[src/verilog/lsq_pkg.sv]
// queue parameters, load/store opcode enum, core request, entry and result structs
package lsq_pkg;

  localparam int LSQ_DEPTH = 16;  // queue entries
  localparam int LSQ_ID_W  = 4;   // entry index width
  localparam int DATA_W    = 32;  // data and address width
  localparam int TAG_W     = 4;   // dest reg tag
  localparam int OFFS_W    = 16;  // signed address offset

  typedef enum logic {
    OP_LOAD  = 1'b0,
    OP_STORE = 1'b1
  } ls_op_e;

  // request from the core
  typedef struct packed {
    ls_op_e              op;
    logic [DATA_W-1:0]   base;
    logic [OFFS_W-1:0]   offset;  // sign extended by decode
    logic [DATA_W-1:0]   data;    // store data, ignored on loads
    logic [TAG_W-1:0]    tag;
  } ls_req_t;

  // one queue slot after decode
  typedef struct packed {
    ls_op_e              op;
    logic [DATA_W-1:0]   addr;    // effective byte address
    logic [DATA_W-1:0]   data;
    logic [TAG_W-1:0]    tag;
  } ls_entry_t;

  // result to the core
  typedef struct packed {
    logic [DATA_W-1:0]   data;
    logic [TAG_W-1:0]    tag;
  } ls_rsp_t;

endpackage

[src/verilog/lsq_decode.sv]
// request stage, core handshake and effective address computation
module lsq_decode import lsq_pkg::*; (
  input  logic      clk,
  input  logic      rst,
  // core request channel
  input  logic      i_req_valid,
  input  ls_req_t   i_req,
  output logic      o_req_ready,
  // to queue
  input  logic      i_slot_free,  // room for the staged entry plus one more
  output logic      o_ent_valid,
  output ls_entry_t o_ent
);

  logic              accept;
  logic              ent_valid_q;   // stage occupancy
  ls_entry_t         ent_q;
  logic [DATA_W-1:0] offset_sext;
  logic [DATA_W-1:0] eff_addr;

  // the queue already counts a staged entry in i_slot_free,
  // so a full stage only blocks when the queue is about to fill
  assign o_req_ready = i_slot_free;
  assign accept      = i_req_valid && o_req_ready;

  assign offset_sext = {{(DATA_W - OFFS_W){i_req.offset[OFFS_W-1]}}, i_req.offset};
  assign eff_addr    = i_req.base + offset_sext;  // wraps mod 2^32

  // stage valid, one pulse per accepted request
  always_ff @(posedge clk) begin
    if (rst) begin
      ent_valid_q <= 1'b0;
    end else begin
      ent_valid_q <= accept;  // queue always takes it next cycle
    end
  end

  // payload
  always_ff @(posedge clk) begin
    if (accept) begin
      ent_q.op   <= i_req.op;
      ent_q.addr <= eff_addr;
      ent_q.data <= i_req.data;  // don't care for loads
      ent_q.tag  <= i_req.tag;
    end
  end

  assign o_ent_valid = ent_valid_q;
  assign o_ent       = ent_q;

  // core must hold a stalled request unchanged
  a_req_stable : assert property (
    @(posedge clk) disable iff (rst)
    i_req_valid && !o_req_ready |=> i_req_valid && $stable(i_req)
  ) else $error("lsq_decode: request dropped or changed while stalled");

endmodule

[config.mk]
export PLATFORM = sky130hd
export DESIGN_NAME = lsq_decode
export DESIGN_NICKNAME = d
export VERILOG_FILES = /design/src/verilog/lsq_pkg.sv /design/src/verilog/lsq_decode.sv
export SDC_FILE = /design/constraint.sdc
export NUM_CORES = 1
export LEC_CHECK = 0
export ABC_AREA = 0
export BUFFER_PORTS_ARGS = -buffer_cell sky130_fd_sc_hd__buf_2
export CAP_MARGIN = 15
export CORE_ASPECT_RATIO = 1.4
export CORE_UTILIZATION = 40
export CTS_BUF_LIST = sky130_fd_sc_hd__clkbuf_4
export DETAILED_ROUTE_END_ITERATION = 7
export GPL_TIMING_DRIVEN = 1
export PLACE_DENSITY = 0.67
export SYNTH_ARGS = -nofsm -noshare
export SYNTH_HDL_FRONTEND = slang
export SYNTH_SLANG_ARGS = --single-unit
[constraint.sdc]
create_clock -name clk -period 3.7 [get_ports clk]
set_input_delay 0.555 -clock clk [delete_from_list [all_inputs] [get_ports clk]]
set_output_delay 0.555 -clock clk [all_outputs]
set_load 0.05 [all_outputs]
======== Yosys cells after proc, flatten, opt, wreduce, memory -nomap -nowiden ========
Cells that the tools add are included.
word-level totals
  register bits ........................... 70
  latch bits .............................. 0
  RAM bits ................................ 0
  ROM bits ................................ 0
  bits of input ports ..................... 89
  output and inout port bits .............. 71
  word-level logic and storage cells ...... 7
  memories kept ........................... 0
operators by class
  add/subtract/negate cells ............... 1
  $mul .................................... 0
  div/mod/pow operators ................... 0
  magnitude comparators ................... 0
  eq/ne operators ......................... 0
  shifts and indexed selects .............. 0
  mux-type cells .......................... 0
  bitwise gates (word level) .............. 0
  reductions and logical operators ........ 1
operators by type and width
  cell               number
  adder 32 bit       1
  logical AND 1 bit  1

======== Depth between registers and ports, before layout ========
Gate-level depths: netlist (run 1).
  word-level depth ........................ 1
  mapped depth ............................ 8
  mapped depth without buffers ............ 8

======== Worst setup path after synthesis (run 1) ========
Ideal clock, no wire load.
  path type ............................... input-to-reg
  start ................................... input port i_req[36] (netlist bit)
  end ..................................... register ent_q (netlist bit o_ent[62]), data pin
  library setup time ...................... 135 ps
  data arrival time ....................... 2544 ps
  required time ........................... 3565 ps
  slack ................................... 1021 ps
  cell stages on the path ................. 8
  buffers on the path ..................... 0
  cells stage by stage .................... ha_1 fa_1 a21o_1 a311oi_1 or4_4 a2111oi_4 or4_1 nand3_1
on the way
  longest elaborated chain between the ends .. 1
RTL lines
  element           line              text
  from (decl)       lsq_decode.sv:7   input ls_req_t i_req,
  adder 32 bit      lsq_decode.sv:27  assign eff_addr = i_req.base + offset_sext;
  via eff_addr[26]  lsq_decode.sv:19  logic [DATA_W-1:0] eff_addr;
  to (decl)         lsq_decode.sv:17  ls_entry_t ent_q;
The timed path passes the listed nets, and every way through them passes these cells.
A chain may end at the register's enable or synchronous reset.

======== Worst setup path after layout (run 1) ========
  start ................................... input port i_req[51] (netlist bit)
  end ..................................... register ent_q (netlist bit o_ent[66]), data pin
The elaborated chain is that of the path after synthesis.

==> results of run 1 <==
-- per-layer routing --
layer,GRT usage,vias to the layer above
li1,-,1690
met1,0.203,1607
met2,0.353,139
met3,0.0430,23
met4,0.104,0
met5,0,-
-- path summary, 6_finish.rpt --
path,cells after the start,from,to,slack [ns]
worst min-delay path,2,rst,o_ent_valid$_SDFF_PP0_,0.26
worst max-delay path,8,i_req[51],o_ent[66]$_DFFE_PP_,1.14
-- cells in the mapped netlist, types with 3 or more instances --
library cell  number  area [um^2]
buf_4              3         22.5
o21a_1             4         30.0
nand4_1            5         31.3
and2_1             3         18.8
clkbuf_1           5         18.8
mux2i_1            4         40.0
o211ai_1           5         37.5
nand2b_1           4         25.0
nand2_1           20         75.1
ha_1              31          388
nand3_1            8         40.0
a21o_1            14          105
o21bai_1           3         22.5
nor2_1            20         75.1
xor2_1            10         87.6
xnor2_1           13          114
nor3_1             4         20.0
and4_1             5         43.8
a21oi_1           28          140
o21a_2             3         26.3
o21ai_0           11         55.1
o21ai_1            3         15.0
edfxtp_1          69         2070
a211oi_1           6         45.0
a211o_1            3         26.3
nor2b_1            4         25.0
inv_1             11         41.3
-- power by group through the flow --
stage               Sequential [mW]  Combinational, mW  Clock (mW)
detailed placement            0.996              0.736           0
global route                  0.983              0.791       0.676
CTS                           0.977              0.737       0.650
finish                        0.976              0.735       0.638
global placement              0.994              0.727           0
floorplan                      1.23              0.316           0
-- sequential cells by signal, summed over array words and instances, names as in the netlist --
register and flops:
o_ent 69, o_ent_valid 1
-- critical path: stages --
cell and delay, ns:
buf_2 0.32, ha_1 0.37, a21o_1 0.22, a211o_1 0.34, o311ai_4 0.32, o221ai_2 0.18
or4_1 0.48, nand4_1 0.08
-- logic make-up (layout without fill, tap and decap cells) --
logic type | Yosys count | count (layout) | share of synthesized area
other cells | 0 | 1 | 0
flops | 70 | 70 | 0.503
xor+xnor | 23 | 23 | 0.0484
fa+ha+maj | 32 | 32 | 0.0981
buf+inv | 22 | 188 | 0.0322
compound gates | 107 | 107 | 0.189
mux | 5 | 5 | 0.0123
simple gates | 89 | 89 | 0.117
-- metrics by stage --
step,util,total power [mW]
global placement,0.504,1.72
finish,0.524,2.35
global route,0.524,2.45
CTS,0.523,2.36
detailed placement,0.504,1.73
floorplan,-,1.55
-- area by class of cell --
type | count | area, um^2
antenna | 1 | 2.50
clock buffer | 11 | 82.6
clock inverter | 5 | 108
fill | 910 | 4770
inverter | 11 | 41.3
multi-input combinational | 256 | 1930
sequential | 70 | 2090
tap | 135 | 169
timing repair buffer | 161 | 811
-- cells in the final DEF, fill, tap and decap left out, drive strengths merged, types with 6 or more instances in the layout --
master and n:
ha 31, a211oi 6, a21oi 28, clkbuf 11, o21ai 14, inv 11, buf 161, edfxtp 69
nand2 20, nand4 6, o21a 7, xor2 10, nand3 8, xnor2 13, a21o 15, nor2 20
==> flow_summary.ini, run 1 <==
[clock_tree]
cts_tree = yes
clkTransAtPathRegs_ns = 0.11
htreeDepth = 3
cts_setup_buffers = 0
cts_resized = 0
cts_root_buf = clkbuf_4
clockBufferDepth = 2
cts-buffers-inserted = 9
cts_hold_buf = 0
cts_sinks = 70

[synth]
syn_nets = 469
synth_area_um2 = 4160
ys_warn_count = 0
syn_inst = 348
ys_ff_latch = 70
postSynthAreaPerCell_um2 = 11.9
yosysSeqAreaShare = 0.503
synth_edf_count = 69
synth_cell_types = 68
synthArstFlopShare = 0
synth_ff_type = edfxtp_1

[finish]
layout-drive-gt1-share = 0.374
fin_cells = 650
fin_area_um2 = 5240
nets = 630
area_delta_synth_final_pct = 26.0

[power_and_ir_drop]
switching_share = 0.340
peakVddDrop_mv = 0.202
p_sw_mw = 0.800
p_leak_nw = 2.28
internal_power_mw = 1.55
p_seq_frac = 0.415
pwr_density_cell_nw_per_um2 = 448
power_frac_clock = 0.272
p_comb_frac = 0.313

[timing]
slew_violations = 0
setup_viol = 0
tns_ns = 0
min_period_ns = 2.56
fin_crit_sh = 0.693
worst_pin_slew_ns = 0.715
whs_ns = 0.260
fmax_ghz = 0.390
slew_headroom = 0.523
rsz0062_at_grt = no
hold_violations = 0
worst_slack_ns = 1.14

[die]
rows = 43
die_height_um = 123
ios = 160
dieArea_um2 = 10800
start_util = 0.415
core_um2 = 10000
die_width_um = 88.2

[setup_path]
critPathLaunchType = primary input
crit_fanout = 17
worstPathRequired_ns = 4.00
cp-end-kind = flip-flop
cp.arrival_ns = 2.86
criticalPathCategory = primary input to flip-flop

[worst_hold_path]
hold_path.class = primary input to flip-flop

[detailed_routing]
maxUsedRoutingLayer = met4
wl_met3_um = 768
vias = 3459
wire_per_inst_um = 16.1
drt_iter0_markers = 145
drt-met1-wl_um = 4000
avgViaCountPerCell = 5.32
wl_met2_um = 5390
drc = 0
dr.pass1.iters = 4
detail-route-antenna-nets = 0
finalWirelength_um = 10500

[job]
maxCapViolations = 0

[outcome]
outcome = complete, no violations

[placed_design]
placed_cell_area_um2 = 5050
dp_cells = 633
gp_congestion = 0.855
hpwl_um = 8460
post-place-ws_ns = 0.702
io_buffers = 159

[global_routing]
grt_usage = 0.194
grt_start_max_net_pins = 32
grt-ovfl-total = 0
grt_pass1_wl_um = 15700
antenna_found_initial = 1
grt_pass1_vias = 3326
Note: power is estimated with default switching activity, not from simulation.
==> run 2: changes to the inputs <==
Clock period 3.7 ns to 2.7 ns, I/O delays scaled along.
==> run 2 against run 1 <==
  * Die area unchanged
  * Sequential share of layout area decreased by 1.2 points
  * Critical endpoint is now o_ent[62]$_DFFE_PP_
  * Sequential power grew 37%
  * Final cell count is 3.8% higher
  * Count of clock-buffer cells in the layout shrank 2
  * Largest cell class unchanged
  * Total power is 32% higher
  * Combinational power up 44%
  * Via count grew 2.4%
==> flow_summary.ini, run 2 (synthesis results as in run 1) <==
[power_and_ir_drop]
internal_power_mw = 1.97
power_frac_clock = 0.226
switching_share = 0.365
finalPower_mw = 3.10
pwr_density_cell_nw_per_um2 = 574
p_comb_frac = 0.341
peakVddDrop_mv = 0.219
p_leak_nw = 2.38
p_sw_mw = 1.13
p_seq_frac = 0.433

[placed_design]
placed_cell_area_um2 = 5250
gp_congestion = 0.848
post-place-ws_ns = -0.0858
hpwl_um = 8630
io_buffers = 159

[setup_path]
critPathLaunchType = primary input
criticalPathCategory = primary input to flip-flop
cp_slowest_cell = or4_1
worstPathCellList = buf_2 -> ha_1 -> fa_1 -> a21o_1 -> a311oi_1 -> or4_4 -> a2111oi_4 -> or4_1 -> nand3_1
crit_buf_inv = 1
cp_top_family = simple AND/OR/NAND/NOR gates
crit_fanout = 4
cp.arrival_ns = 2.69
worstPathRequired_ns = 2.99
max_stage_delay_ns = 0.52
cp-end-kind = flip-flop

[worst_hold_path]
hold_path.class = primary input to flip-flop

[die]
ios = 160
rows = 43
core_um2 = 10000
die_height_um = 123
start_util = 0.415
dieArea_um2 = 10800
die_width_um = 88.2

[clock_tree]
cts-buffers-inserted = 9
clkTransAtPathRegs_ns = 0.12
cts_root_buf = clkbuf_4
cts_sinks = 70
clockBufferDepth = 2
cts_hold_buf = 0
cts_setup_buffers = 0
htreeDepth = 3
cts_tree = yes
cts_resized = 0

[timing]
tns_ns = 0
worst_pin_slew_ns = 0.459
hold_violations = 0
slew_headroom = 0.693
worst_slack_ns = 0.303
min_period_ns = 2.40
setup_viol = 0
slew_violations = 0
rsz0062_at_grt = no
fmax_ghz = 0.417
fin_crit_sh = 0.888

[finish]
fin_area_um2 = 5400
final_util = 0.539
final_cell_mix = buf_2, edfxtp_1, ha_1
layout-drive-gt1-share = 0.403
area_delta_synth_final_pct = 29.8
largest_register_ffs = 69
mostFrequentLayoutCell = buf_2
nets = 655

[detailed_routing]
drc = 0
avgViaCountPerCell = 5.25
drt_iter0_markers = 116
detail-route-antenna-nets = 0
finalWirelength_um = 10600
vias = 3543
wire_per_inst_um = 15.8
dr.pass1.iters = 4

[global_routing]
grt_start_max_net_pins = 51
grt_pass1_wl_um = 16200
grt_pass1_vias = 3475
antenna_found_initial = 1
grt-ovfl-total = 0
grt_usage = 0.198

[outcome]
outcome = complete, no violations

[job]
maxCapViolations = 0
run 2: cell count changes in the layout (fill, tap and decap cells not counted):
cell       previous run  this run
buf_4                 2        26
clkinv_2              0         1
inv_6                 0         2
inv_8                 0         1
bufinv_16             3         1
clkbuf_4             11         9
buf_12                0         1
run 2: metrics by stage:
stage | cells | hold WS [ns]
floorplan | 348 | 0.477
global placement | 658 | 0.562
detailed placement | 658 | 0.567
CTS | 674 | 0.0884
global route | 675 | 0.0841
finish | 675 | 0.127
run 2: path summary, 6_finish.rpt:
path | from | end | slack (ns) | depth (start not counted)
setup / recovery | i_req[36] | o_ent[62]$_DFFE_PP_ | 0.30 | 9
hold / removal | rst | o_ent_valid$_SDFF_PP0_ | 0.13 | 2
run 2: metal layers:
metal,GRT usage,part of all wire,wire length (um),vias to the layer above
li1,-,-,-,1739
met1,0.218,0.38,4090,1644
met2,0.359,0.53,5620,145
met3,0.0417,0.066,701,15
met4,0.0837,0.021,219,0
met5,0,0,0,-
run 2: cell type report:
| cell class | instances | area, um^2 |
|---|---|---|
| tap | 135 | 169 |
| antenna | 1 | 2.50 |
| multi-input combinational | 256 | 1930 |
| clock buffer | 9 | 67.6 |
| fill | 933 | 4610 |
| inverter | 11 | 41.3 |
| clock inverter | 7 | 81.3 |
| sequential | 70 | 2090 |
| timing repair buffer | 186 | 1010 |
run 2: power by group through the flow:
stage	Combinational, mW	Sequential [mW]	Clock (mW)
global route	1.14	1.35	0.769
finish	1.06	1.34	0.701
detailed placement	1.05	1.37	0
CTS	1.06	1.34	0.728
global placement	1.04	1.37	0
floorplan	0.432	1.69	0
