`config.mk`:
```
export PLATFORM = sky130hd
export DESIGN_NAME = lsq_retire
export DESIGN_NICKNAME = d
export VERILOG_FILES = /design/src/verilog/lsq_pkg.sv /design/src/verilog/lsq_retire.sv
export SDC_FILE = /design/constraint.sdc
export NUM_CORES = 1
export LEC_CHECK = 0
export ABC_AREA = 1
export BUFFER_PORTS_ARGS = -buffer_cell sky130_fd_sc_hd__buf_2
export CAP_MARGIN = 10
export CORE_UTILIZATION = 36
export DETAILED_ROUTE_END_ITERATION = 7
export PLACE_DENSITY = 0.74
export SYNTH_ARGS = -nofsm -noshare
export SYNTH_HDL_FRONTEND = slang
export SYNTH_SLANG_ARGS = --single-unit
export TNS_END_PERCENT = 50
```
`constraint.sdc`:
```
create_clock -name clk -period 2.5 [get_ports clk]
set_input_delay 0.375 -clock clk [delete_from_list [all_inputs] [get_ports clk]]
set_output_delay 0.375 -clock clk [all_outputs]
set_load 0.02 [all_outputs]
```
`src/verilog/lsq_pkg.sv`:
```
// queue parameters, load/store opcode enum, core request, entry and result structs
package lsq_pkg;

  localparam int LSQ_DEPTH = 16;  // queue entries
  localparam int LSQ_ID_W  = 4;   // entry index width
  localparam int DATA_W    = 32;  // data and address width
  localparam int TAG_W     = 4;   // dest reg tag
  localparam int OFFS_W    = 16;  // signed address offset

  typedef enum logic {
    OP_LOAD  = 1'b0,
    OP_STORE = 1'b1
  } ls_op_e;

  // request from the core
  typedef struct packed {
    ls_op_e              op;
    logic [DATA_W-1:0]   base;
    logic [OFFS_W-1:0]   offset;  // sign extended by decode
    logic [DATA_W-1:0]   data;    // store data, ignored on loads
    logic [TAG_W-1:0]    tag;
  } ls_req_t;

  // one queue slot after decode
  typedef struct packed {
    ls_op_e              op;
    logic [DATA_W-1:0]   addr;    // effective byte address
    logic [DATA_W-1:0]   data;
    logic [TAG_W-1:0]    tag;
  } ls_entry_t;

  // result to the core
  typedef struct packed {
    logic [DATA_W-1:0]   data;
    logic [TAG_W-1:0]    tag;
  } ls_rsp_t;

endpackage

```
`src/verilog/lsq_retire.sv`:
```
// in-order result register toward the core with valid/ready back-pressure
module lsq_retire import lsq_pkg::*; (
  input  logic    clk,
  input  logic    rst,
  // queue head
  input  logic    i_head_ready,
  input  ls_rsp_t i_head,
  output logic    o_pop,
  // core result channel
  output logic    o_rsp_valid,
  output ls_rsp_t o_rsp,
  input  logic    i_rsp_ready
);

  logic    out_valid_q;
  ls_rsp_t out_q;
  logic    load;

  // take the head when the register is free or drains this cycle
  assign load  = i_head_ready && (!out_valid_q || i_rsp_ready);
  assign o_pop = load;  // one pop per loaded result

  always_ff @(posedge clk) begin
    if (rst) begin
      out_valid_q <= 1'b0;
    end else if (load) begin
      out_valid_q <= 1'b1;
    end else if (i_rsp_ready) begin
      out_valid_q <= 1'b0;  // drained, nothing behind it
    end
  end

  // result payload
  always_ff @(posedge clk) begin
    if (load) begin
      out_q <= i_head;
    end
  end

  assign o_rsp_valid = out_valid_q;
  assign o_rsp       = out_q;

  // a ready head waits in place until it is popped
  a_head_held : assert property (
    @(posedge clk) disable iff (rst)
    i_head_ready && !o_pop |=> i_head_ready && $stable(i_head)
  ) else $error("lsq_retire: queue head changed before it was popped");

endmodule

```
======== Yosys cells after proc, flatten, opt, wreduce, memory -nomap -nowiden ========
Cells that the tools add are included.
operators by class
  reduce and logical (&&, ||, !) cells .... 4
  mux-type cells .......................... 2
operator list
  kind                 count
  $mux W1              2
  $reduce_bool A2 Y1   1
  $logic_and A1 B1 Y1  1
  $logic_not A1 Y1     1
  $logic_or A1 B1 Y1   1
word-level totals
  register bits after elaboration ......... 37
  input port bits ......................... 40

======== Longest topological paths before layout ========
Gate-level depths: netlist (run 1).
  word-level depth ........................ 4
  gate-level depth with buffers ........... 3

======== Worst setup path before layout (run 1) ========
Ideal clock, no wire load.
  path type ............................... reg2reg
  start ................................... register out_valid_q, in the netlist o_rsp_valid
  end ..................................... register out_q, in the netlist o_rsp[0], enable pin
  data required time ...................... 2.045 ns
  arrival ................................. 2.491 ns
  path buffers ............................ 0
  cell stages (with the launch flop) ...... 2
  setup time .............................. 0.455 ns
  period minus slack after synthesis ...... 2.946 ns
  setup slack ............................. -0.446 ns
  cell sequence ........................... dfxtp_1 > a21oi_1
between the ends
  longest elaborated chain between the ends .. 3
RTL lines
  element                 line              text
  start, declared         lsq_retire.sv:15  logic out_valid_q;
  start signal, assigned  lsq_retire.sv:25  out_valid_q <= 1'b0;
  start signal, assigned  lsq_retire.sv:27  out_valid_q <= 1'b1;
  start signal, assigned  lsq_retire.sv:29  out_valid_q <= 1'b0;
  $logic_not A1 Y1        lsq_retire.sv:20  assign load = i_head_ready && (!out_valid_q || i_rsp_ready);
  $logic_or A1 B1 Y1      lsq_retire.sv:20
  $logic_and A1 B1 Y1     lsq_retire.sv:20
  net o_pop               lsq_retire.sv:8   output logic o_pop,
  end signal, assigned    lsq_retire.sv:36  out_q <= i_head;
  end, declared           lsq_retire.sv:16  ls_rsp_t out_q;
The timed path passes the listed nets, and every way through them passes these cells.
A chain may end at the register's enable or synchronous reset.

======== Worst setup path in the final report (run 1) ========
  start ................................... register out_valid_q, in the netlist o_rsp_valid
  end ..................................... output port o_pop
between the ends
  longest elaborated chain between the ends .. 3
RTL lines
  element              line
  $logic_not A1 Y1     lsq_retire.sv:20
  $logic_or A1 B1 Y1   lsq_retire.sv:20
  $logic_and A1 B1 Y1  lsq_retire.sv:20
  end, declared        lsq_retire.sv:8
No other way between the ends.

==> results of run 1 <==
[sequential cells by signal (all words and copies together) (netlist names)]
register     flops
o_rsp           36
o_rsp_valid      1
[layout by cell type, fill, tap and decap left out]
| master | Yosys | layout |
|---|---|---|
| a21oi_2 | 1 | 1 |
| a21oi_4 | 0 | 1 |
| buf_2 | 0 | 77 |
| buf_4 | 0 | 1 |
| bufinv_16 | 0 | 1 |
| clkbuf_4 | 0 | 5 |
| clkinv_2 | 0 | 1 |
| dfxtp_1 | 1 | 1 |
| edfxtp_1 | 36 | 36 |
| inv_1 | 1 | 1 |
| inv_2 | 1 | 1 |
| inv_6 | 0 | 1 |
| nand2_2 | 1 | 1 |
[layout make-up]
class / instances / area, sq um / share of cell area
flip-flops and latches: 37 / 1100 / 0.666
multi-input cells: 3 / 31.3 / 0.0189
inverters: 2 / 7.51 / 0.00454
clock inverters: 3 / 43.8 / 0.0265
well taps: 31 / 38.8 / 0.0235
repair buffers: 78 / 393 / 0.238
clock buffers: 5 / 37.5 / 0.0227
[layer usage]
layer	share of wire	wire length, um	GRT usage
met4	0.033	65	0.112
met3	0.14	287	0.0647
met1	0.35	697	0.120
met5	0	0	0
met2	0.47	937	0.192
[worst paths after layout]
path | start | to | slack, ns
hold / removal | rst | o_rsp_valid$_SDFFE_PP0P_ | 0.18
setup reg to reg | o_rsp_valid$_SDFFE_PP0P_ | o_rsp[22]$_DFFE_PP_ | 1.00
hold reg to reg | o_rsp_valid$_SDFFE_PP0P_ | o_rsp_valid$_SDFFE_PP0P_ | 0.53
setup / recovery | o_rsp_valid$_SDFFE_PP0P_ | o_pop | 0.75
[kinds of logic after synthesis]
| logic type | share of synthesized area |
|---|---|
| AOI/OAI and AO/OA | 0.0122 |
| buffers and inverters | 0.00665 |
| DFF | 0.976 |
| and+or+nand+nor | 0.00555 |
[critical path: cells and delay by family, from the launching register on]
family	cells	cell delay [ns]
AO/OA/AOI/OAI	1	0.41
buffers and inverters	1	0.25
flip-flops	1	0.37
[Yosys cell counts, drive strengths merged]
library cell and count:
inv 2, dfxtp 1, a21oi 2, nand2 1, edfxtp 36
[where the power goes]
| part | switching, mW | internal [mW] | leakage, nW |
|---|---|---|---|
| Sequential | 0.00903 | 0.722 | 0.357 |
| Combinational | 0.0825 | 0.0476 | 0.325 |
| Clock | 0.192 | 0.212 | 0.0456 |
[through the flow]
step | setup slack [ns] | hold slack, ns
2_1_floorplan | 0.437 | 0.437
3_3_place_gp | 0.922 | 0.492
3_5_place_dp | 0.872 | 0.518
4_1_cts | 0.701 | 0.164
5_1_grt | 0.659 | 0.159
6_report | 0.753 | 0.181
==> reports/results.tsv, run 1 <==
stage	metric	value	unit
critical_path	slowest CP cell	a21oi_4	
sta	top achievable clock speed	572	MHz
placed_design	gpl congestion	0.688	
floorplanning	die height	58.0	um
cells_and_area	Fill cells	235	
global_routing	initial antenna violation count	0	
cells_and_area	Post-Layout Inst Area	0.00165	sq mm
synth	register area share after synthesis	0.976	
power_and_ir_drop	PD cells	766	mW/mm^2
routing	vias per cell	4.53	
critical_path	Critical Path AT	1.37	ns
synth	Synthesis Warnings	0	
cells_and_area	ratio of cells with drive above 1 in the final layout	0.703	
routing	Final ANT Viol Nets	0	
power_and_ir_drop	maximum vdd drop	0.445	mV
synth	largest area contributor in the netlist	edfxtp_1	
placed_design	DP HPWL	1.51	mm
synth	Mapped Nets	82	
clocking	Worst-Skew Late Latency	0.34	ns
routing	DRT Wirelength	1.99	mm
routing	DRC errors left	4	
synth	Gate Count Post-Synth	42	
sta	RSZ-0062 raised after global routing	false	
synth	Synth Register Bits	37	
clocking	TritonCTS clock tree	built	
routing	WL/cell	12.5	um
placed_design	Cell Area, Placed	0.00157	sq mm
routing	vias	720	
synth	Synth area leaders	edfxtp_1, dfxtp_1, a21oi_2	
critical_path	max incr delay on CP	0.41	ns
sta	Fin Setup TNS	0	ns
sta	fin. max-slew vios	0	
run_status	outcome	finished with violations	
run	Max Cap Viol	0	
global_routing	All-Layer GR Usage	0.124	
cells_and_area	nets@finish	167	
cells_and_area	antenna cells	0	
critical_path	crit path max fanout	15	
synth	Post-Syn Area	0.00113	sq mm
global_routing	global-route wire length before repair	2.84	mm
floorplanning	Chip Width	58.0	um
sta	final critical-path share of the clock period	0.699	
hold_path	Hold Path Class	in -> reg	
clocking	H-tree depth	2	
placed_design	Placed Cells	151	
critical_path	Cell Chain, Critical Path	a21oi_4 -> buf_2	
cells_and_area	Finished Layout Cells	159	
placed_design	Port Buffer Count	77	
critical_path	R2R depth	2	
clocking	Max clock buf depth	2	
synth	Yosys cell types	7	
sta	Slew @ Worst Pin	0.441	ns
hold_path	Hold Crit Depth	2	
clocking	Reg clk slew, reported paths	0.12	ns
clocking	hold_buf cts	0	
routing	TritonRoute pass-1 iters	6	
global_routing	GRT Residual Overflow	0	
floorplanning	die area	0.00336	sq mm
floorplanning	core footprint	0.00285	sq mm
run_status	failing checks	DRC	
critical_path	Worst Setup End Kind	primary output	
critical_path	Setup Crit Path Kind	reg -> out	
floorplanning	# IOs	78	
power_and_ir_drop	P_leak	0.727	nW
clocking	Num CTS Buffers	5	
sta	Max transition margin	0.705	
sta	Setup Viol. Count Final	0	
critical_path	CP Data Required Time	2.12	ns
clocking	post-CTS setup buffer count	0	
sta	endpoints failing hold	0	
clocking	post_cts resized	0	
floorplanning	Initial Util	0.396	
cells_and_area	P&R area growth vs syn	46.5	%
floorplanning	Cell Rows	19	
critical_path	Startpoint Class	flip-flop	
clocking	CTS Sinks	37	
routing	initial DRC count	9	
global_routing	vias in the first global route	703	
cells_and_area	final core occ	0.579	
synth	share of the synthesized area in the top cell type	0.958	
global_routing	largest net degree at the start of global routing	24	
synth	Syn Area/Cell	26.9	sq um
sta	Final min period	1.75	ns
power_and_ir_drop	Tot Pwr	1.27	mW
clocking	root buf cell	clkbuf_4	
sta	Layout Skew	0.0214	ns
(Power assumes the default switching activity.)
==> inputs of run 2 (changes only) <==
clock period = 1.6 ns   (was 2.5 ns; I/O delays follow)
==> run 2 against run 1 <==
  * The run still ends with DRC left
  * Non-clock buffer count grew 1
  * Routed wire length down 3.0%
  * Sequential share of layout area increased by 0.92 points
  * Largest cell class unchanged
  * Register-to-register slack lost 0.55 ns
==> reports/results.tsv, run 2 (synthesized netlist as in run 1, its figures left out) <==
stage	metric	value	unit	change
run_status	outcome	finished with violations		
run_status	failing checks	DRC		
clocking	root buf cell	clkbuf_4		
cells_and_area	final core occ	0.571		-0.00789
sta	Setup Viol. Count Final	0		unchanged
clocking	H-tree depth	2		unchanged
global_routing	GRT Residual Overflow	0		unchanged
routing	Final ANT Viol Nets	0		unchanged
cells_and_area	Fill cells	224		-4.7%
clocking	Reg clk slew, reported paths	0.10	ns	-0.02 ns
floorplanning	die area	0.00336	sq mm	unchanged
cells_and_area	multi-input logic area	31.3	sq um	unchanged
clocking	Num CTS Buffers	5		unchanged
cells_and_area	antenna cells	0		unchanged
sta	final critical-path share of the clock period	0.811		
power_and_ir_drop	PD cells	1090	mW/mm^2	+43%
sta	Slew @ Worst Pin	0.253	ns	-0.189 ns
routing	initial DRC count	19		+10
floorplanning	# IOs	78		unchanged
clocking	hold_buf cts	0		unchanged
sta	fin. max-slew vios	0		unchanged
routing	TritonRoute pass-1 iters	8		+2
clocking	Max clock buf depth	2		unchanged
floorplanning	Cell Rows	19		unchanged
sta	Max transition margin	0.832		+0.127
critical_path	Setup Crit Path Kind	reg -> out		
routing	DRC errors left	2		-2
placed_design	Port Buffer Count	77		unchanged
sta	RSZ-0062 raised after global routing	false		
cells_and_area	Post-Layout Inst Area	0.00163	sq mm	-1.4%
routing	vias	703		-2.4%
sta	Final min period	1.30	ns	
critical_path	Startpoint Class	flip-flop		
critical_path	CP Data Required Time	1.36	ns	-0.76 ns
power_and_ir_drop	maximum vdd drop	0.691	mV	+55%
routing	vias per cell	4.39		-3.0%
power_and_ir_drop	P_leak	0.719	nW	-1.2%
clocking	post-CTS setup buffer count	0		unchanged
power_and_ir_drop	Tot Pwr	1.78	mW	+41%
placed_design	Cell Area, Placed	0.00158	sq mm	+0.48%
cells_and_area	P&R area growth vs syn	44.5	%	
sta	endpoints failing hold	0		unchanged
routing	WL/cell	12.1	um	-3.6%
clocking	TritonCTS clock tree	built		
sta	top achievable clock speed	770	MHz	
critical_path	slowest CP cell	dfxtp_1		
placed_design	gpl congestion	0.660		-4.0%
sta	Fin Setup TNS	0	ns	unchanged
global_routing	vias in the first global route	733		+4.3%
cells_and_area	area taken by flip-flops and latches	0.00110	sq mm	unchanged
cells_and_area	nets@finish	168		+0.60%
cells_and_area	commonest non-fill, non-tap cell in the layout	buf_2		
critical_path	Worst Setup End Kind	primary output		
floorplanning	Initial Util	0.396		unchanged
clocking	CTS Sinks	37		unchanged
clocking	post_cts resized	0		unchanged
run	Max Cap Viol	0		unchanged
cells_and_area	ratio of cells with drive above 1 in the final layout	0.698		-0.00545
critical_path	crit path max fanout	4		-11
floorplanning	Chip Width	58.0	um	unchanged
hold_path	Hold Path Class	in -> reg		
global_routing	All-Layer GR Usage	0.129		+0.00454
cells_and_area	commonest non-fill, non-tap cells in the layout	buf_2, edfxtp_1, clkbuf_4		
critical_path	Critical Path AT	1.06	ns	-0.31 ns
sta	Layout Skew	0.00593	ns	-0.0155 ns
floorplanning	core footprint	0.00285	sq mm	unchanged
global_routing	initial antenna violation count	0		unchanged
cells_and_area	max FFs per register	36		unchanged
critical_path	max incr delay on CP	0.36	ns	-0.05 ns
routing	DRT Wirelength	1.93	mm	-3.0%
critical_path	Cell Chain, Critical Path	a21oi_4 -> buf_2		
clocking	Worst-Skew Late Latency	0.32	ns	-0.02 ns
floorplanning	die height	58.0	um	unchanged
global_routing	global-route wire length before repair	2.91	mm	+2.4%
global_routing	largest net degree at the start of global routing	22		-8.3%
run 2: final cells by class:
cell class | instances | share of cell area
inverter | 2 | 0.00460
clock inverter | 2 | 0.00614
multi-input combinational | 3 | 0.0192
sequential | 37 | 0.675
tap | 31 | 0.0238
timing repair buffer | 79 | 0.246
clock buffer | 6 | 0.0253
run 2: final timing paths:
| kind | start | to | slack (ns) | cells after the start |
|---|---|---|---|---|
| setup / recovery | o_rsp_valid$_SDFFE_PP0P_ | o_pop | 0.30 | 2 |
| hold / removal | rst | o_rsp_valid$_SDFFE_PP0P_ | 0.07 | 2 |
| setup reg to reg | o_rsp_valid$_SDFFE_PP0P_ | o_rsp[4]$_DFFE_PP_ | 0.45 | 2 |
| hold reg to reg | o_rsp_valid$_SDFFE_PP0P_ | o_rsp_valid$_SDFFE_PP0P_ | 0.52 | 2 |
run 2: power by group:
part,leakage [nW],total (mW),switching (mW),internal (mW)
logic,0.330,0.204,0.128,0.0764
clock network,0.0320,0.438,0.271,0.167
registers,0.357,1.14,0.0135,1.13
total,0.719,1.78,0.412,1.37
run 2: per-stage QoR:
step	hold WS (ns)	cells	setup WS [ns]
after floorplan	0.302	42	0.0163
after global placement	0.399	152	0.460
after detailed placement	0.405	152	0.439
after CTS	0.0453	160	0.267
after global routing	0.0440	160	0.221
final	0.0660	160	0.302
run 2: routing by layer:
layer / wire length (um) / share of wire / global-route usage / vias to the layer above
met4: 23 / 0.012 / 0.0884 / 0
met5: 0 / 0 / 0 / -
met1: 636 / 0.33 / 0.111 / 306
met2: 908 / 0.47 / 0.190 / 59
li1: - / - / - / 336
met3: 362 / 0.19 / 0.116 / 2
run 2: worst max-delay path, delay by kind of cell, from the launching register on:
| family | cells | cell delay [ns] |
|---|---|---|
| buffers and inverters | 1 | 0.19 |
| AO/OA/AOI/OAI | 1 | 0.19 |
| flip-flops | 1 | 0.36 |
==> inputs of run 3 (changes only) <==
ABC_AREA = 0   (was 1)
clock period = 1.15 ns   (was 1.6 ns; I/O delays follow)
==> run 3 against run 2 <==
  * The flow finishes with violations (setup timing)
  * Register-to-register slack worse by 0.48 ns
  * Combinational power is 100% higher
  * Worst hold slack worse by 0.038 ns
  * Clock skew is 0.0089 ns higher
  * Via count is 22% higher
==> reports/results.tsv, run 3 <==
stage	metric	value	unit	change
clocking	H-tree depth	2		unchanged
critical_path	slowest CP cell	dfxtp_4		
routing	DRC errors left	0		-2
placed_design	gpl congestion	0.698		+5.7%
run_status	outcome	finished with violations		
run	Max Cap Viol	0		unchanged
synth	mux contribution to synthesized area	0		unchanged
critical_path	Startpoint Class	flip-flop		
clocking	Reg clk slew, reported paths	0.11	ns	about the same
cells_and_area	nets@finish	204		+21%
sta	fin. max-slew vios	0		unchanged
cells_and_area	P&R area growth vs syn	83.0	%	
sta	top achievable clock speed	837	MHz	
power_and_ir_drop	Clock Power Share	0.301		+0.056
global_routing	largest net degree at the start of global routing	21		-4.5%
power_and_ir_drop	PD cells	1380	mW/mm^2	+26%
clocking	Num CTS Buffers	5		unchanged
synth	Synth area leaders	edfxtp_1, dfxtp_1, nand2b_4		
synth	Post-Syn Area	0.00114	sq mm	+0.67%
sta	final critical-path share of the clock period	1.04		
critical_path	Cell Chain, Critical Path	nand2b_4 -> and2_4 -> buf_6		
power_and_ir_drop	maximum vdd drop	1.04	mV	+51%
sta	RSZ-0062 raised after global routing	true		
placed_design	Post-Place Setup Slack	0.102	ns	-0.337 ns
synth	most common cell in the netlist	edfxtp_1		
power_and_ir_drop	Tot Pwr	2.87	mW	+61%
critical_path	CP Data Required Time	0.98	ns	-0.38 ns
power_and_ir_drop	Reg power frac	0.554		-0.086
synth	largest family of logic cells by synthesized area	simple AND/OR/NAND/NOR gates		
routing	WL/cell	13.7	um	+13%
sta	Max transition margin	0.916		+0.0842
cells_and_area	commonest non-fill, non-tap cell in the layout	buf_2		
cells_and_area	antenna cells	0		unchanged
synth	Post-Synth Simple-Gate Area	0.0198		+0.0143
clocking	Max clock buf depth	2		unchanged
floorplanning	# IOs	78		unchanged
floorplanning	Initial Util	0.375		-0.0204
sta	endpoints failing hold	0		unchanged
critical_path	Setup Crit Path Kind	reg -> out		
power_and_ir_drop	Int Power	2.24	mW	+64%
sta	Fin Setup TNS	-0.480	ns	-0.480 ns
synth	largest area contributor in the netlist	edfxtp_1		
synth	Yosys cell types	6		-1
routing	DRT Wirelength	2.86	mm	+48%
hold_path	Hold Path Class	in -> reg		
floorplanning	die area	0.00338	sq mm	+0.64%
run_status	failing checks	setup timing		
critical_path	Critical Path AT	1.02	ns	-0.04 ns
floorplanning	Chip Width	58.2	um	+0.32%
global_routing	All-Layer GR Usage	0.173		+0.0439
cells_and_area	max FFs per register	36		unchanged
synth	Top FF cell, synth	edfxtp_1		
placed_design	Port Buffer Count	77		unchanged
cells_and_area	commonest non-fill, non-tap cells in the layout	buf_2, edfxtp_1, dlygate4sd3_1		
cells_and_area	ratio of cells with drive above 1 in the final layout	0.570		-0.128
synth	Mapped Nets	81		-1.2%
critical_path	crit path max fanout	2		-2
floorplanning	die height	58.2	um	+0.32%
routing	initial DRC count	15		-4
clocking	root buf cell	clkbuf_4		
synth	Syn Area/Cell	27.7	sq um	+3.1%
power_and_ir_drop	P_leak	0.905	nW	+26%
placed_design	DP HPWL	1.48	mm	
synth	EDFF count, synth	36		unchanged
floorplanning	core footprint	0.00303	sq mm	+6.1%
synth	XOR/XNOR Fraction of Synth Area	0		unchanged
synth	Adder-Cell Fraction of Synth Area	0		unchanged
synth	Synth Area in Compound Gates	0.00771		-0.00449
sta	Slew @ Worst Pin	0.127	ns	-0.125 ns
sta	Final min period	1.19	ns	
sta	WHS	0.0284	ns	-0.0376 ns
routing	Final ANT Viol Nets	0		unchanged
cells_and_area	Finished Layout Cells	209		+31%
synth	share of the synthesized area in the top cell type	0.952		-0.00633
global_routing	global-route wire length before repair	3.99	mm	+37%
synth	async set or reset register ratio after synthesis	0		unchanged
critical_path	max incr delay on CP	0.37	ns	about the same
global_routing	initial antenna violation count	0		unchanged
global_routing	vias in the first global route	928		+27%
power_and_ir_drop	switching part of the total	0.219		-0.0119
routing	vias per cell	4.10		-6.7%
sta	Setup Viol. Count Final	29		+29
placed_design	Placed Cells	165		+8.6%
power_and_ir_drop	Logic pwr share	0.145		+0.030
synth	Synthesis Warnings	0		unchanged
clocking	TritonCTS clock tree	built		
sta	Layout Skew	0.0149	ns	+0.00894 ns
power_and_ir_drop	Net Switching	0.630	mW	+53%
sta	Final WS setup	-0.0442	ns	-0.346 ns
critical_path	Worst Setup End Kind	primary output		
synth	register area share after synthesis	0.969		-0.00645
synth	Gate Count Post-Synth	41		-2.4%
clocking	CTS Sinks	37		unchanged
floorplanning	Cell Rows	20		+1
routing	vias	857		+22%
routing	TritonRoute pass-1 iters	4		-4
global_routing	GRT Residual Overflow	0		unchanged
clocking	Worst-Skew Late Latency	0.33	ns	about the same
synth	Synth Register Bits	37		unchanged
-- run 3: logic make-up after synthesis --
family	after synthesis
simple gates	2
compound gates	1
buf+inv	1
flops	37
-- run 3: layout make-up --
type                    count  area [sq um]
well taps                  44          55.1
inverters                   1          3.75
flip-flops and latches     37          1100
fillers                   201           948
clock buffers               6          41.3
multi-input cells           3          31.3
repair buffers            116           805
clock inverters             2          38.8
-- run 3: power by group through the flow --
| stage | sequential (mW) | combinational, mW | clock [mW] |
|---|---|---|---|
| finish | 1.59 | 0.417 | 0.865 |
| global route | 1.60 | 0.442 | 0.945 |
| CTS | 1.59 | 0.377 | 0.889 |
| detailed placement | 1.62 | 0.299 | 0 |
| global placement | 1.62 | 0.294 | 0 |
| floorplan | 1.72 | 0.0356 | 0 |
-- run 3: path summary, 6_finish.rpt --
check / from / endpoint / slack, ns / depth (start not counted)
worst max-delay path: o_rsp_valid$_SDFFE_PP0P_ / o_pop / -0.04 / 3
worst min-delay path: i_head[11] / o_rsp[11]$_DFFE_PP_ / 0.03 / 1
worst max register to register: o_rsp_valid$_SDFFE_PP0P_ / o_rsp[14]$_DFFE_PP_ / -0.03 / 4
worst min register to register: o_rsp_valid$_SDFFE_PP0P_ / o_rsp_valid$_SDFFE_PP0P_ / 0.59 / 3
-- run 3: metal layers --
layer | vias to the layer above | share of wire | global-route usage | wire length (um)
li1 | 408 | - | - | -
met1 | 385 | 0.35 | 0.161 | 988
met2 | 60 | 0.53 | 0.299 | 1530
met3 | 4 | 0.11 | 0.103 | 305
met4 | 0 | 0.013 | 0.0816 | 38
met5 | - | 0 | 0 | 0
-- run 3: stage by stage --
stage	utilization	cell area [sq um]
3_5_place_dp	0.533	1620
6_report	0.687	2080
5_1_grt	0.687	2080
4_1_cts	0.655	1980
3_3_place_gp	0.533	1620
2_1_floorplan	-	1140
-- run 3: worst max-delay path, delay by kind of cell (launching register included) --
kind,cells,cell delay [ns]
buffers and inverters,1,0.12
AND/OR/NAND/NOR,2,0.19
flip-flops,1,0.37
-- run 3: timing repair --
action / 4_1_cts / 5_1_grt
gates resized for setup: 3 / 1
hold buffers: 27 / 6
setup buffers: 1 / 1
endpoints found under the hold margin: 27 / 6
setup endpoints to repair: 1 / 38
pin swaps: 1 / 1
cloned: 0 / 1
